===== src/hazard_consts.svh =====
`ifndef HAZARD_CONSTS_SVH
`define HAZARD_CONSTS_SVH

// Primary opcodes, instr[31:26]
`define OP_SPECIAL  6'b000000
`define OP_J        6'b000010
`define OP_JAL      6'b000011
`define OP_BEQ      6'b000100
`define OP_BNE      6'b000101
`define OP_BLEZ     6'b000110
`define OP_BGTZ     6'b000111
`define OP_ADDIU    6'b001001
`define OP_ORI      6'b001101
`define OP_LUI      6'b001111
`define OP_LW       6'b100011
`define OP_SW       6'b101011

// Funct codes under OP_SPECIAL, instr[5:0]
`define FN_JR       6'b001000
`define FN_JALR     6'b001001
`define FN_ADDU     6'b100001
`define FN_SUBU     6'b100011
`define FN_AND      6'b100100
`define FN_OR       6'b100101
`define FN_SLT      6'b101010

// Register numbers with a fixed meaning
`define REG_LINK    5'd31  // Written by jal
`define REG_ZERO    5'd0   // Hardwired zero

`endif


===== src/hazardPkg.sv =====
package hazardPkg;

	typedef logic [4:0] regNumT;

	// Raw MIPS instruction word
	typedef struct packed {
		logic [5:0] opcode;
		regNumT rs;
		regNumT rt;
		regNumT rd;
		logic [4:0] shamt;
		logic [5:0] funct;
	} instrT;

	// Kind of value an instruction writes back
	typedef enum logic [1:0] {
		prodNone = 2'd0,
		prodAlu  = 2'd1,
		prodMem  = 2'd2,
		prodPc   = 2'd3  // Return address of jal/jalr
	} producerT;

	typedef struct packed {
		logic isRAlu;
		logic isIAlu;
		logic isLoad;
		logic isStore;
		logic isBranchTwo;  // beq, bne
		logic isBranchOne;  // blez, bgtz
		logic isJump;       // j, jal
		logic isJumpReg;    // jr, jalr
		regNumT dest;
		producerT prod;
	} instrInfoT;

	// Bypass mux select for one operand
	typedef enum logic [3:0] {
		selNormal = 4'd0,
		fromEAlu  = 4'd1,
		fromMAlu  = 4'd2,
		fromWAlu  = 4'd3,
		fromWMem  = 4'd4,
		fromEPc   = 4'd5,
		fromMPc   = 4'd6,
		fromWPc   = 4'd7
	} fwdSelT;

	typedef enum logic [2:0] {
		roleCmpA    = 3'd0,
		roleCmpB    = 3'd1,
		roleJumpReg = 3'd2,
		roleAluA    = 3'd3,
		roleAluB    = 3'd4,
		roleStoreE  = 3'd5,
		roleStoreM  = 3'd6
	} operandRoleT;

	// Pipeline register controls
	typedef struct packed {
		logic pcWr;
		logic weD;
		logic weE;
		logic weM;
		logic clearD;
		logic clearE;
		logic clearM;
	} stageCtrlT;

endpackage


===== src/instrDecoder.sv =====
`timescale 1ns/100ps
`include "hazard_consts.svh"

module instrDecoder (
	input hazardPkg::instrT instr,
	output hazardPkg::instrInfoT info
);

	always_comb
	begin
		info = '0;  // Anything not listed below is a nop
		info.dest = `REG_ZERO;
		info.prod = hazardPkg::prodNone;
		case (instr.opcode)
			`OP_SPECIAL:
			begin
				case (instr.funct)
					`FN_ADDU, `FN_SUBU, `FN_AND, `FN_OR, `FN_SLT:
					begin
						info.isRAlu = 1'b1;
						info.dest = instr.rd;
						info.prod = hazardPkg::prodAlu;
					end
					`FN_JR:
					begin
						info.isJumpReg = 1'b1;
					end
					`FN_JALR:
					begin
						info.isJumpReg = 1'b1;
						info.dest = instr.rd;  // Link goes to rd, not r31
						info.prod = hazardPkg::prodPc;
					end
					default: ;
				endcase
			end
			`OP_ADDIU, `OP_ORI, `OP_LUI:
			begin
				info.isIAlu = 1'b1;
				info.dest = instr.rt;
				info.prod = hazardPkg::prodAlu;
			end
			`OP_LW:
			begin
				info.isLoad = 1'b1;
				info.dest = instr.rt;
				info.prod = hazardPkg::prodMem;
			end
			`OP_SW:
			begin
				info.isStore = 1'b1;
			end
			`OP_BEQ, `OP_BNE:
			begin
				info.isBranchTwo = 1'b1;
			end
			`OP_BLEZ, `OP_BGTZ:
			begin
				info.isBranchOne = 1'b1;
			end
			`OP_J:
			begin
				info.isJump = 1'b1;
			end
			`OP_JAL:
			begin
				info.isJump = 1'b1;
				info.dest = `REG_LINK;
				info.prod = hazardPkg::prodPc;
			end
			default: ;
		endcase
	end

endmodule


===== src/forwardSelect.sv =====
`timescale 1ns/100ps
`include "hazard_consts.svh"

module forwardSelect #(
	parameter hazardPkg::operandRoleT Role = hazardPkg::roleAluA
) (
	input hazardPkg::instrT instr,
	input hazardPkg::instrInfoT info,
	input hazardPkg::instrInfoT infoE,
	input hazardPkg::instrInfoT infoM,
	input hazardPkg::instrInfoT infoW,
	output hazardPkg::fwdSelT sel
);

	localparam bit ReadsRs = (Role == hazardPkg::roleCmpA)
		|| (Role == hazardPkg::roleJumpReg)
		|| (Role == hazardPkg::roleAluA);
	// Consumers in D see E, M and W
	localparam bit RangeE = (Role == hazardPkg::roleCmpA)
		|| (Role == hazardPkg::roleCmpB)
		|| (Role == hazardPkg::roleJumpReg);
	localparam bit RangeM = RangeE
		|| (Role == hazardPkg::roleAluA)
		|| (Role == hazardPkg::roleAluB);

	logic needed;
	hazardPkg::regNumT src;

	function automatic logic writes(
		input hazardPkg::instrInfoT p,
		input hazardPkg::regNumT r
	);
		return (p.dest == r) && (p.prod != hazardPkg::prodNone);
	endfunction

	function automatic hazardPkg::fwdSelT pickSel(
		input hazardPkg::producerT prod,
		input hazardPkg::fwdSelT aluSel,
		input hazardPkg::fwdSelT memSel,
		input hazardPkg::fwdSelT pcSel
	);
		case (prod)
			hazardPkg::prodAlu: pickSel = aluSel;
			hazardPkg::prodMem: pickSel = memSel;
			hazardPkg::prodPc: pickSel = pcSel;
			default: pickSel = hazardPkg::selNormal;
		endcase
	endfunction

	assign src = ReadsRs ? instr.rs : instr.rt;

	always_comb
	begin
		case (Role)
			hazardPkg::roleCmpA: needed = info.isBranchOne | info.isBranchTwo;
			hazardPkg::roleCmpB: needed = info.isBranchTwo;
			hazardPkg::roleJumpReg: needed = info.isJumpReg;
			hazardPkg::roleAluA: needed = info.isRAlu | info.isIAlu | info.isLoad | info.isStore;
			hazardPkg::roleAluB: needed = info.isRAlu;
			default: needed = info.isStore;  // Store data in E or M
		endcase
	end

	// Nearest stage wins; a load still in E or M is handled by the stall
	always_comb
	begin
		sel = hazardPkg::selNormal;
		if (needed && (src != `REG_ZERO))
		begin
			if (RangeE && writes(infoE, src))
				sel = pickSel(infoE.prod, hazardPkg::fromEAlu, hazardPkg::selNormal,
					hazardPkg::fromEPc);
			else if (RangeM && writes(infoM, src))
				sel = pickSel(infoM.prod, hazardPkg::fromMAlu, hazardPkg::selNormal,
					hazardPkg::fromMPc);
			else if (writes(infoW, src))
				sel = pickSel(infoW.prod, hazardPkg::fromWAlu, hazardPkg::fromWMem,
					hazardPkg::fromWPc);
		end
	end

endmodule


===== src/stallControl.sv =====
`timescale 1ns/100ps
`include "hazard_consts.svh"

module stallControl (
	input hazardPkg::instrT instrD,
	input hazardPkg::instrT instrE,
	input hazardPkg::instrT instrM,
	input hazardPkg::instrInfoT infoD,
	input hazardPkg::instrInfoT infoE,
	input hazardPkg::instrInfoT infoM,
	input logic branchTaken,
	output hazardPkg::stageCtrlT ctrl
);

	hazardPkg::regNumT loadRegM;
	logic eNeedsRs;
	logic eNeedsRt;
	logic dNeedsRs;
	logic dNeedsRt;
	logic eBusy;
	logic rsPendingD;
	logic rtPendingD;
	logic loadUseE;
	logic useD;
	logic redirect;

	assign loadRegM = infoM.isLoad ? instrM.rt : `REG_ZERO;  // lw target, else r0

	assign eNeedsRs = infoE.isRAlu | infoE.isIAlu | infoE.isLoad | infoE.isStore;
	assign eNeedsRt = infoE.isRAlu;
	assign loadUseE = (loadRegM != `REG_ZERO)
		&& ((eNeedsRs && (instrE.rs == loadRegM)) || (eNeedsRt && (instrE.rt == loadRegM)));

	// E result not ready for the comparator or jump target in D
	assign eBusy = (infoE.prod == hazardPkg::prodAlu) || (infoE.prod == hazardPkg::prodMem);
	assign dNeedsRs = infoD.isBranchOne | infoD.isBranchTwo | infoD.isJumpReg;
	assign dNeedsRt = infoD.isBranchTwo;
	assign rsPendingD = (instrD.rs != `REG_ZERO)
		&& ((eBusy && (instrD.rs == infoE.dest)) || (instrD.rs == loadRegM));
	assign rtPendingD = (instrD.rt != `REG_ZERO)
		&& ((eBusy && (instrD.rt == infoE.dest)) || (instrD.rt == loadRegM));
	assign useD = (dNeedsRs && rsPendingD) || (dNeedsRt && rtPendingD);

	assign redirect = infoD.isJump || infoD.isJumpReg
		|| ((infoD.isBranchOne || infoD.isBranchTwo) && branchTaken);

	always_comb
	begin
		ctrl = '0;
		if (loadUseE)
		begin
			ctrl.clearM = 1'b1;  // Bubble into M, hold PC, D and E
		end
		else if (useD)
		begin
			ctrl.weM = 1'b1;
			ctrl.clearE = 1'b1;  // Bubble into E, hold PC and D
		end
		else if (redirect)
		begin
			ctrl.pcWr = 1'b1;
			ctrl.weE = 1'b1;
			ctrl.weM = 1'b1;
			ctrl.clearD = 1'b1;  // Drop the fetched instruction
		end
		else
		begin
			ctrl.pcWr = 1'b1;
			ctrl.weD = 1'b1;
			ctrl.weE = 1'b1;
			ctrl.weM = 1'b1;
		end
	end

endmodule


===== src/hazardUnit.sv =====
`timescale 1ns/100ps

module hazardUnit (
	input hazardPkg::instrT instrD,
	input hazardPkg::instrT instrE,
	input hazardPkg::instrT instrM,
	input hazardPkg::instrT instrW,
	input logic branchTaken,
	output hazardPkg::fwdSelT selCmpA,
	output hazardPkg::fwdSelT selCmpB,
	output hazardPkg::fwdSelT selJumpReg,
	output hazardPkg::fwdSelT selAluA,
	output hazardPkg::fwdSelT selAluB,
	output hazardPkg::fwdSelT selStoreE,
	output hazardPkg::fwdSelT selStoreM,
	output hazardPkg::stageCtrlT ctrl
);

	hazardPkg::instrInfoT infoD;
	hazardPkg::instrInfoT infoE;
	hazardPkg::instrInfoT infoM;
	hazardPkg::instrInfoT infoW;

	instrDecoder u_decoderD (.instr(instrD), .info(infoD));
	instrDecoder u_decoderE (.instr(instrE), .info(infoE));
	instrDecoder u_decoderM (.instr(instrM), .info(infoM));
	instrDecoder u_decoderW (.instr(instrW), .info(infoW));

	// Operands consumed in D
	forwardSelect #(.Role(hazardPkg::roleCmpA)) u_fwdCmpA (
		.instr(instrD), .info(infoD),
		.infoE(infoE), .infoM(infoM), .infoW(infoW),
		.sel(selCmpA)
	);
	forwardSelect #(.Role(hazardPkg::roleCmpB)) u_fwdCmpB (
		.instr(instrD), .info(infoD),
		.infoE(infoE), .infoM(infoM), .infoW(infoW),
		.sel(selCmpB)
	);
	forwardSelect #(.Role(hazardPkg::roleJumpReg)) u_fwdJumpReg (
		.instr(instrD), .info(infoD),
		.infoE(infoE), .infoM(infoM), .infoW(infoW),
		.sel(selJumpReg)
	);

	// Operands consumed in E
	forwardSelect #(.Role(hazardPkg::roleAluA)) u_fwdAluA (
		.instr(instrE), .info(infoE),
		.infoE(infoE), .infoM(infoM), .infoW(infoW),
		.sel(selAluA)
	);
	forwardSelect #(.Role(hazardPkg::roleAluB)) u_fwdAluB (
		.instr(instrE), .info(infoE),
		.infoE(infoE), .infoM(infoM), .infoW(infoW),
		.sel(selAluB)
	);
	forwardSelect #(.Role(hazardPkg::roleStoreE)) u_fwdStoreE (
		.instr(instrE), .info(infoE),
		.infoE(infoE), .infoM(infoM), .infoW(infoW),
		.sel(selStoreE)
	);

	forwardSelect #(.Role(hazardPkg::roleStoreM)) u_fwdStoreM (
		.instr(instrM), .info(infoM),
		.infoE(infoE), .infoM(infoM), .infoW(infoW),
		.sel(selStoreM)  // sw data at the memory port
	);

	stallControl u_stallControl (
		.instrD(instrD),
		.instrE(instrE),
		.instrM(instrM),
		.infoD(infoD),
		.infoE(infoE),
		.infoM(infoM),
		.branchTaken(branchTaken),
		.ctrl(ctrl)
	);

endmodule


===== config.mk =====
export PLATFORM = sky130hd
export DESIGN_NAME = hazardUnit
export DESIGN_NICKNAME = d
export VERILOG_FILES = /design/src/hazardPkg.sv /design/src/instrDecoder.sv /design/src/forwardSelect.sv /design/src/stallControl.sv /design/src/hazardUnit.sv
export VERILOG_INCLUDE_DIRS = /design/src
export SDC_FILE = /design/constraint.sdc
export NUM_CORES = 1
export LEC_CHECK = 0
export BUFFER_PORTS_ARGS = -buffer_cell sky130_fd_sc_hd__buf_2
export CORE_AREA = 2 2 82 84
export DETAILED_ROUTE_END_ITERATION = 7
export DIE_AREA = 0 0 84 86
export PLACE_DENSITY_LB_ADDON = 0.1
export SYNTH_ARGS = -nofsm -noshare
export SYNTH_HDL_FRONTEND = slang
export SYNTH_SLANG_ARGS = --single-unit

===== constraint.sdc =====
create_clock -name vclk -period 2.9
set_input_delay 0.29 -clock vclk [all_inputs]
set_output_delay 0.29 -clock vclk [all_outputs]
set_load 0.02 [all_outputs]

==> flow_summary.yaml, run 1 <==
status:
  status: "complete, but fails checks"
  violations: "negative setup slack"
setup_path:
  cp_common_cell: "buf_4"
  slowest_stage: "or4_4"
  max_stage_delay_ns: 0.57
  cp.arrival_ns: 2.73
  worstPathRequired_ns: 2.61
  crit_chain: "buf_8, nor4_4, buf_4, and3_1, a31o_1, a31oi_4, xnor2_2, or3_4, or4_4, a21oi_2, buf_4"
  path_class: "in -> out"
  cp_max_fo: 5
  cp-start-kind: "primary input"
  end_kind: "primary output"
detailed_routing:
  drt_first_iter_violations: 285
  drcViolationCount: 0
  first_pass_iters: 5
  drt.antenna.violating_nets: 0
  finalWirelength_mm: 11.5
  vias_per_cell: 6.16
  avgRoutedWirePerCell_um: 17.0
  vias: 4182
floorplanning:
  initial_utilization_pct: 45.9
  die_w_um: 84
  die_h_um: 86
  rows: 29
  core_area_mm2: 0.00628
  die_area_mm2: 0.00722
  ios: 164
power_and_ir_drop:
  leakage_nw: 1.80
  sw_frac_of_total_pct: 55.2
  p_comb_share_pct: 100.0
  power_frac_clock_pct: 0
  powerDensity_mw_per_mm2: 99.5
  internal-power_mw: 0.196
  vdd_drop_max_uv: 70.3
  p_switching_mw: 0.241
  pwr-share-seq_pct: 0
logic_synthesis:
  synth_top_family_by_area: "simple AND/OR/NAND/NOR gates"
  synth-adder-area-share_pct: 0.868
  synth_xor_xnor_area_share_pct: 13.4
  seq_area_frac_synth_pct: 0
  synthCells: 441
  avgSynthCellArea_um2: 6.53
  yosysUniqueCellTypes: 74
  ys_warn_count: 0
  synth_mux_area_share_pct: 1.43
  synth_top_area_share_pct: 9.73
  synth_compound_area_share_pct: 33.0
  synth_area_leaders: "xnor2_1 (9.7%), a21oi_1 (5.2%), o21ai_0 (4.3%)"
  yosys.area_share.simple_pct: 43.3
  synth_area_mm2: 0.00288
  yosysTopAreaCell: "xnor2_1"
sta:
  period_share_pct: 104
  setup_ws_ns: -0.120
  final_max_slew_viol_count: 0
  layout_min_cycle_time_ns: 3.02
  hold_viol: 0
  worst_slew_pin_slew_ns: 0.926
  setup_viol: 7
  grt_setup_unrepaired: "true"
  max-slew-margin-rel_pct: 38.2
  hold_slack_ns: 0.952
  fmax_mhz: 331
final_layout:
  nets: 735
  seq_cells: 0
  fin_area_mm2: 0.00439
  syn_to_final_growth_pct: 52.2
  clock_buffers: 0
  drive_above_1_share_pct: 43.5
  num-fill-cells: 558
  num_antenna_cells: 0
  register_area_um2: 0
place:
  dpl_cell_area_mm2: 0.00394
  port_buffers: 121
  dp.final_hpwl_mm: 9.05
  gp_congestion: 0.944
min_path:
  hold_path.class: "in -> out"
global_routing:
  track_usage_pct: 28.8
  grt_pass1_wl_mm: 17.3
  antenna_found_initial: 0
  grt_overflow: 0
  grt_max_degree: 15
  first_global_vias: 3729
run:
  maxCapViolCount: 0
cts:
  holdBufCountCts: 0
[final timing paths]
kind	startpoint	to	slack [ns]	depth (start not counted)
setup / recovery	instrW[28]	selJumpReg[2]	-0.12	11
hold / removal	instrD[28]	selJumpReg[1]	0.95	3
[timing repair]
action | in CTS | in global routing
buffers inserted | 2 | 3
endpoints found under the hold margin | 0 | 0
gates resized for setup | 30 | 66
cloned | 0 | 0
endpoints found under the setup margin | 25 | 26
pin swaps | 15 | 27
[area by class of cell]
class | instances | area (um^2) | area share, %
repair buffers | 188 | 1200 | 27.4
inverters | 14 | 52.6 | 1.20
well taps | 77 | 96.3 | 2.20
multi-input cells | 400 | 3040 | 69.2
[cells in the mapped netlist, types with 7 or more instances]
library cell and instances:
nor2b_1 10, a31o_2 7, inv_1 14, nor4_1 7, nor2_1 29, a31oi_1 12
and3_1 9, nor3_1 13, and2_1 10, nand3_1 22, xor2_1 12, nand2b_1 8
clkbuf_1 14, a21oi_1 30, xnor2_1 32, nand2_1 21, buf_1 7, o21ai_0 25
nand4_1 8, buf_4 11, or3_1 19
[cell families (layout without fill, tap and decap cells)]
logic type / after synthesis / after routing
AOI/OAI and AO/OA: 138 / 138
xor gates and xnor gates: 44 / 44
adders and majority gates: 2 / 2
buffers and inverters: 47 / 202
muxes: 4 / 4
other: 1 / 7
and+or+nand+nor: 205 / 205
[placed cells by master, fill, tap and decap left out, types with 5 or more instances in the layout]
cell type | Yosys | final
nor4_4 | 0 | 5
a21oi_2 | 0 | 7
inv_1 | 14 | 14
xnor2_1 | 32 | 30
o32ai_1 | 5 | 5
nor2b_1 | 10 | 9
xor2_1 | 12 | 12
nor3_2 | 0 | 6
and3_1 | 9 | 9
buf_2 | 0 | 101
o21ai_0 | 25 | 23
nand3_1 | 22 | 20
a21oi_1 | 30 | 23
nor3_1 | 13 | 7
buf_6 | 1 | 9
nor4bb_1 | 6 | 5
and2_1 | 10 | 10
nand2_1 | 21 | 21
buf_4 | 11 | 77
nand3b_1 | 6 | 6
nand2b_1 | 8 | 8
a31o_2 | 7 | 6
nor2_1 | 29 | 27
a31oi_1 | 12 | 12
nand4_1 | 8 | 8
conb_1 | 1 | 7
or3_1 | 19 | 18
[routing by layer]
layer / up-vias / global-route usage [%] / wire length [um] / part of all wire (%)
met1: 1961 / 37.7 / 4610 / 40
met4: 0 / 5.87 / 297 / 2.6
met2: 187 / 52.5 / 5700 / 49
met5: - / 0 / 0 / 0
li1: 2002 / - / - / -
met3: 32 / 1.73 / 923 / 8.0
[worst max-delay path, delay by kind of cell]
family / cells / cell delay [ns]
xor gates and xnor gates: 1 / 0.17
buffers and inverters: 3 / 0.40
AOI/OAI and AO/OA: 3 / 0.40
and+or+nand+nor: 4 / 1.48
[metrics by stage]
| stage | utilization [%] | setup slack, ns | power (mW) | cells | setup TNS (ns) |
|---|---|---|---|---|---|
| detailed placement | 62.7 | -0.277 | 0.386 | 674 | -2.65 |
| finish | 69.9 | -0.120 | 0.436 | 679 | -0.510 |
| floorplan | - | -0.0506 | 0.219 | 447 | -0.176 |
| CTS | 65.0 | -0.110 | 0.403 | 676 | -0.372 |
| global placement | 62.7 | -0.235 | 0.378 | 674 | -1.66 |
| global route | 69.9 | -0.279 | 0.468 | 679 | -2.93 |
[power groups by stage]
| stage | logic (mW) | registers, mW | clock network [mW] |
|---|---|---|---|
| finish | 0.436 | 0 | 0 |
| global route | 0.468 | 0 | 0 |
| CTS | 0.403 | 0 | 0 |
| detailed placement | 0.386 | 0 | 0 |
| global placement | 0.378 | 0 | 0 |
| floorplan | 0.219 | 0 | 0 |
Power figures use the tool's default switching activity.
==> run 2, diff against run 1 <==
GPL_TIMING_DRIVEN = 0   (was default)
clock period = 2.91 ns   (was 2.9 ns; I/O delays follow)
==> run 2 against run 1 <==
Effect of this change: the flow still finishes with violations (negative setup slack); first-iteration DRC count is 0.35% higher; core utilization is 0.78 points lower; cell area is 1.1% lower; largest power group unchanged.
==> flow_summary.yaml, run 2 (same netlist as run 1, synthesis figures left out) <==
status:
  status: "complete, but fails checks"
  violations: "negative setup slack"
final_layout:
  syn_to_final_growth_pct: 50.5
  layout_commonest_cell: "buf_2"
  nets: 704
  num-fill-cells: 555
  seq_cells: 0
  drive_above_1_share_pct: 42.7
  num_antenna_cells: 0
  clock_buffers: 0
  register_area_um2: 0
  layout_common_cells: "buf_2 (89), buf_4 (37), xnor2_1 (28)"
setup_path:
  worstPathRequired_ns: 2.62
  cp.arrival_ns: 2.71
  cp_max_fo: 5
  end_kind: "primary output"
  cp-start-kind: "primary input"
  path_class: "in -> out"
min_path:
  hp-start: "instrD[28]"
  whs_path_depth: 3
  hold_path.class: "in -> out"
  min_to: "selJumpReg[1]"
sta:
  period_share_pct: 103
  layout_min_cycle_time_ns: 3.00
  fmax_mhz: 333
  setup_viol: 3
  setup_ws_ns: -0.0905
  hold_viol: 0
  final_max_slew_viol_count: 0
  grt_setup_unrepaired: "true"
  max-slew-margin-rel_pct: 52.9
  worst_slew_pin_slew_ns: 0.706
global_routing:
  grt_pass1_wl_mm: 17.5
  grt_overflow: 0
  antenna_found_initial: 0
  grt_max_degree: 11
  track_usage_pct: 28.6
  first_global_vias: 3692
floorplanning:
  ios: 164
  rows: 29
  core_area_mm2: 0.00628
  die_w_um: 84
  initial_utilization_pct: 45.9
  die_area_mm2: 0.00722
  die_h_um: 86
detailed_routing:
  finalWirelength_mm: 11.3
  vias: 4039
  avgRoutedWirePerCell_um: 17.4
  vias_per_cell: 6.23
  drcViolationCount: 0
  drt.antenna.violating_nets: 0
  drt_first_iter_violations: 286
  first_pass_iters: 5
power_and_ir_drop:
  vdd_drop_max_uv: 64.1
  powerDensity_mw_per_mm2: 99.6
  total_power_mw: 0.432
  leakage_nw: 1.68
place:
  gp_congestion: 0.979
  dp.final_hpwl_mm: 8.62
  port_buffers: 107
  dp_worst_setup_slack_ns: -0.539
run:
  maxCapViolCount: 0
run 2: cell types whose count changed in the layout (fill, tap and decap cells not counted), sizes merged:
cell    previous run  this run
buf              188       145
clkbuf             0        12
run 2: area by class of cell:
| class | instances | area (um^2) | share of cell area (%) |
|---|---|---|---|
| inverters | 14 | 52.6 | 1.21 |
| plain buffers | 29 | 154 | 3.55 |
| multi-input cells | 400 | 3250 | 74.9 |
| well taps | 77 | 96.3 | 2.22 |
| repair buffers | 128 | 787 | 18.1 |
run 2: per-layer routing:
layer / track usage (%) / routed length (um) / vias to the layer above / share of wire, %
li1: - / - / 1943 / -
met1: 38.0 / 4660 / 1887 / 41
met2: 51.6 / 5480 / 185 / 49
met3: 1.25 / 913 / 24 / 8.1
met4: 5.43 / 199 / 0 / 1.8
met5: 0 / 0 / - / 0
run 2: worst max-delay path, cell delays in order:
cell      delay [ns]
buf_8           0.11
nor4_4          0.28
nor4b_4         0.28
buf_4           0.16
o211ai_1        0.15
a21oi_2         0.22
o221ai_2        0.12
or4_4           0.46
mux2_4          0.33
nor4_4          0.13
buf_4           0.17
run 2: stage by stage:
step / instance area [um^2] / hold slack [ns] / cells / util (%) / TNS, ns
finish: 4340 / 0.959 / 648 / 69.1 / -0.142
global route: 4340 / 0.962 / 648 / 69.1 / -1.16
CTS: 3890 / 0.945 / 640 / 61.9 / -0.354
detailed placement: 3570 / 0.950 / 631 / 56.9 / -8.78
global placement: 3570 / 0.954 / 631 / 56.9 / -7.47
floorplan: 2940 / 0.619 / 447 / - / -0.136
run 2: worst max-delay path by stage:
stage,start,to
6_report,instrW[29],selJumpReg[1]
5_1_grt,instrW[29],selJumpReg[1]
4_1_cts,instrW[28],selJumpReg[1]
3_5_place_dp,instrM[29],selJumpReg[1]
3_3_place_gp,instrM[29],selJumpReg[1]
2_1_floorplan,instrW[30],selStoreE[1]
run 2: power breakdown:
group	total, mW	switching [mW]	internal [mW]
clock network	0	0	0
registers	0	0	0
logic	0.432	0.246	0.186
run 2: repair_timing:
| action | CTS | global route |
|---|---|---|
| buffers inserted | 12 | 12 |
| setup endpoints to repair | 28 | 25 |
| hold buffers | 0 | 0 |
| resized for setup | 53 | 90 |
| pin swaps | 21 | 43 |
==> run 3, diff against run 2 <==
CORE_AREA = 2 2 78 88   (was 2 2 82 84)
DIE_AREA = 0 0 80 90   (was 0 0 84 86)
==> run 3 against run 2 <==
Effect of this change: the run still ends with negative setup slack left; flip-flop and latch count unchanged; maximum frequency is 0.38% higher; die area shrank 0.33%; critical path depth is the same; final cell count grew 0.93%; sequential share of layout area is the same; via count fell by 0.25%; routed wire length rose by 1.0%; cell area is 3.3% lower; setup slack improved by 0.011 ns; global-route usage rose by 0.093 points; non-clock buffer count grew 1; critical path type unchanged; critical endpoint unchanged; largest power group unchanged.
==> flow_summary.yaml, run 3 (same netlist as run 1, synthesis figures left out) <==
final_layout:
  layout_common_cells: "buf_2 (95), buf_4 (36), xnor2_1 (30)"
  layout_commonest_cell: "buf_2"
  drive_above_1_share_pct: 39.7
  seq_cells: 0
  nets: 705
  num_antenna_cells: 0
  clock_buffers: 0
  register_area_um2: 0
  num-fill-cells: 597
  syn_to_final_growth_pct: 45.5
sta:
  period_share_pct: 103
  max-slew-margin-rel_pct: 36.2
  fmax_mhz: 335
  hold_viol: 0
  setup_tns_ns: -0.243
  setup_ws_ns: -0.0793
  worst_slew_pin_slew_ns: 0.957
  layout_min_cycle_time_ns: 2.99
  setup_viol: 5
  hold_slack_ns: 0.952
  grt_setup_unrepaired: "true"
  final_max_slew_viol_count: 0
global_routing:
  track_usage_pct: 28.6
  grt_use_met1_pct: 35.6
  first_global_vias: 3738
  antenna_found_initial: 0
  grt_max_degree: 11
  grtUsageMet2_pct: 51.0
  grt_pass1_wl_mm: 17.2
  grt_util_met3_pct: 2.51
  grt_overflow: 0
  grt_busiest_layer: "met2"
power_and_ir_drop:
  internal-power_mw: 0.180
  power_frac_clock_pct: 0
  leakage_nw: 1.65
  vdd_drop_max_uv: 64.7
  p_switching_mw: 0.238
  p_comb_share_pct: 100.0
  total_power_mw: 0.418
  sw_frac_of_total_pct: 56.9
  powerDensity_mw_per_mm2: 99.7
  pwr-share-seq_pct: 0
place:
  port_buffers: 107
  dp_worst_setup_slack_ns: -0.549
  dp.final_hpwl_mm: 8.60
  gp_congestion: 0.935
setup_path:
  worstSetupEndpoint: "selJumpReg[1]"
  end_kind: "primary output"
  cp_max_fo: 4
  path_class: "in -> out"
  worstPathRequired_ns: 2.62
  cp-start-kind: "primary input"
  startpoint: "instrW[28]"
  cp.arrival_ns: 2.70
detailed_routing:
  finalWirelength_mm: 11.4
  drt_first_iter_violations: 302
  vias: 4029
  first_pass_iters: 5
  drt.antenna.violating_nets: 0
  vias_per_cell: 6.16
  drcViolationCount: 0
  avgRoutedWirePerCell_um: 17.4
floorplanning:
  die_area_mm2: 0.00720
  initial_utilization_pct: 45.3
  ios: 164
  rows: 31
  die_w_um: 80
  die_h_um: 90
  core_area_mm2: 0.00636
run:
  maxCapViolCount: 0
cts:
  holdBufCountCts: 0
min_path:
  hold_path.class: "in -> out"
status:
  violations: "negative setup slack"
  status: "complete, but fails checks"
-- run 3: power groups by stage --
stage	clock [mW]	sequential [mW]	combinational [mW]
final	0	0	0.418
after global routing	0	0	0.450
after CTS	0	0	0.379
after detailed placement	0	0	0.347
after global placement	0	0	0.340
after floorplan	0	0	0.218
-- run 3: timing repair --
action / in CTS / in global routing
endpoints found under the setup margin: 28 / 23
gates resized for setup: 56 / 49
setup buffers: 13 / 7
pin swaps: 22 / 19
-- run 3: cell type report --
class,instances,area (um^2),share of cell area [%]
Buffer,31,166,3.97
Inverter,14,52.6,1.25
Timing Repair Buffer,127,759,18.1
Multi-Input combinational cell,400,3110,74.2
Tap cell,82,103,2.45
-- run 3: worst min-delay path by stage --
| stage | from | depth (start not counted) | to |
|---|---|---|---|
| final | instrD[28] | 3 | selJumpReg[1] |
| after floorplan | instrD[28] | 1 | selJumpReg[1] |
| after global routing | instrD[28] | 3 | selJumpReg[1] |
| after global placement | instrD[28] | 3 | selJumpReg[1] |
| after detailed placement | instrD[28] | 3 | selJumpReg[1] |
| after CTS | instrD[28] | 3 | selJumpReg[1] |
-- run 3: worst max-delay path, cell delays in order --
cell,delay [ns]
buf_8,0.10
nor4_4,0.27
nor4b_4,0.24
buf_6,0.16
o211ai_1,0.18
a21oi_2,0.22
o221ai_1,0.13
or4_4,0.46
mux2_4,0.31
nor4_4,0.15
buf_4,0.18
-- run 3: stage by stage --
step / utilization (%) / instances / cell area, um^2
after floorplan: - / 447 / 2940
after global placement: 56.3 / 636 / 3580
after detailed placement: 56.3 / 636 / 3580
after CTS: 61.7 / 647 / 3930
after global routing: 65.9 / 654 / 4190
final: 65.9 / 654 / 4190
-- run 3: layer usage --
| layer | up-vias | routed length [um] |
|---|---|---|
| met5 | - | 0 |
| met4 | 0 | 252 |
| met3 | 28 | 838 |
| met2 | 182 | 5780 |
| met1 | 1872 | 4500 |
| li1 | 1947 | - |
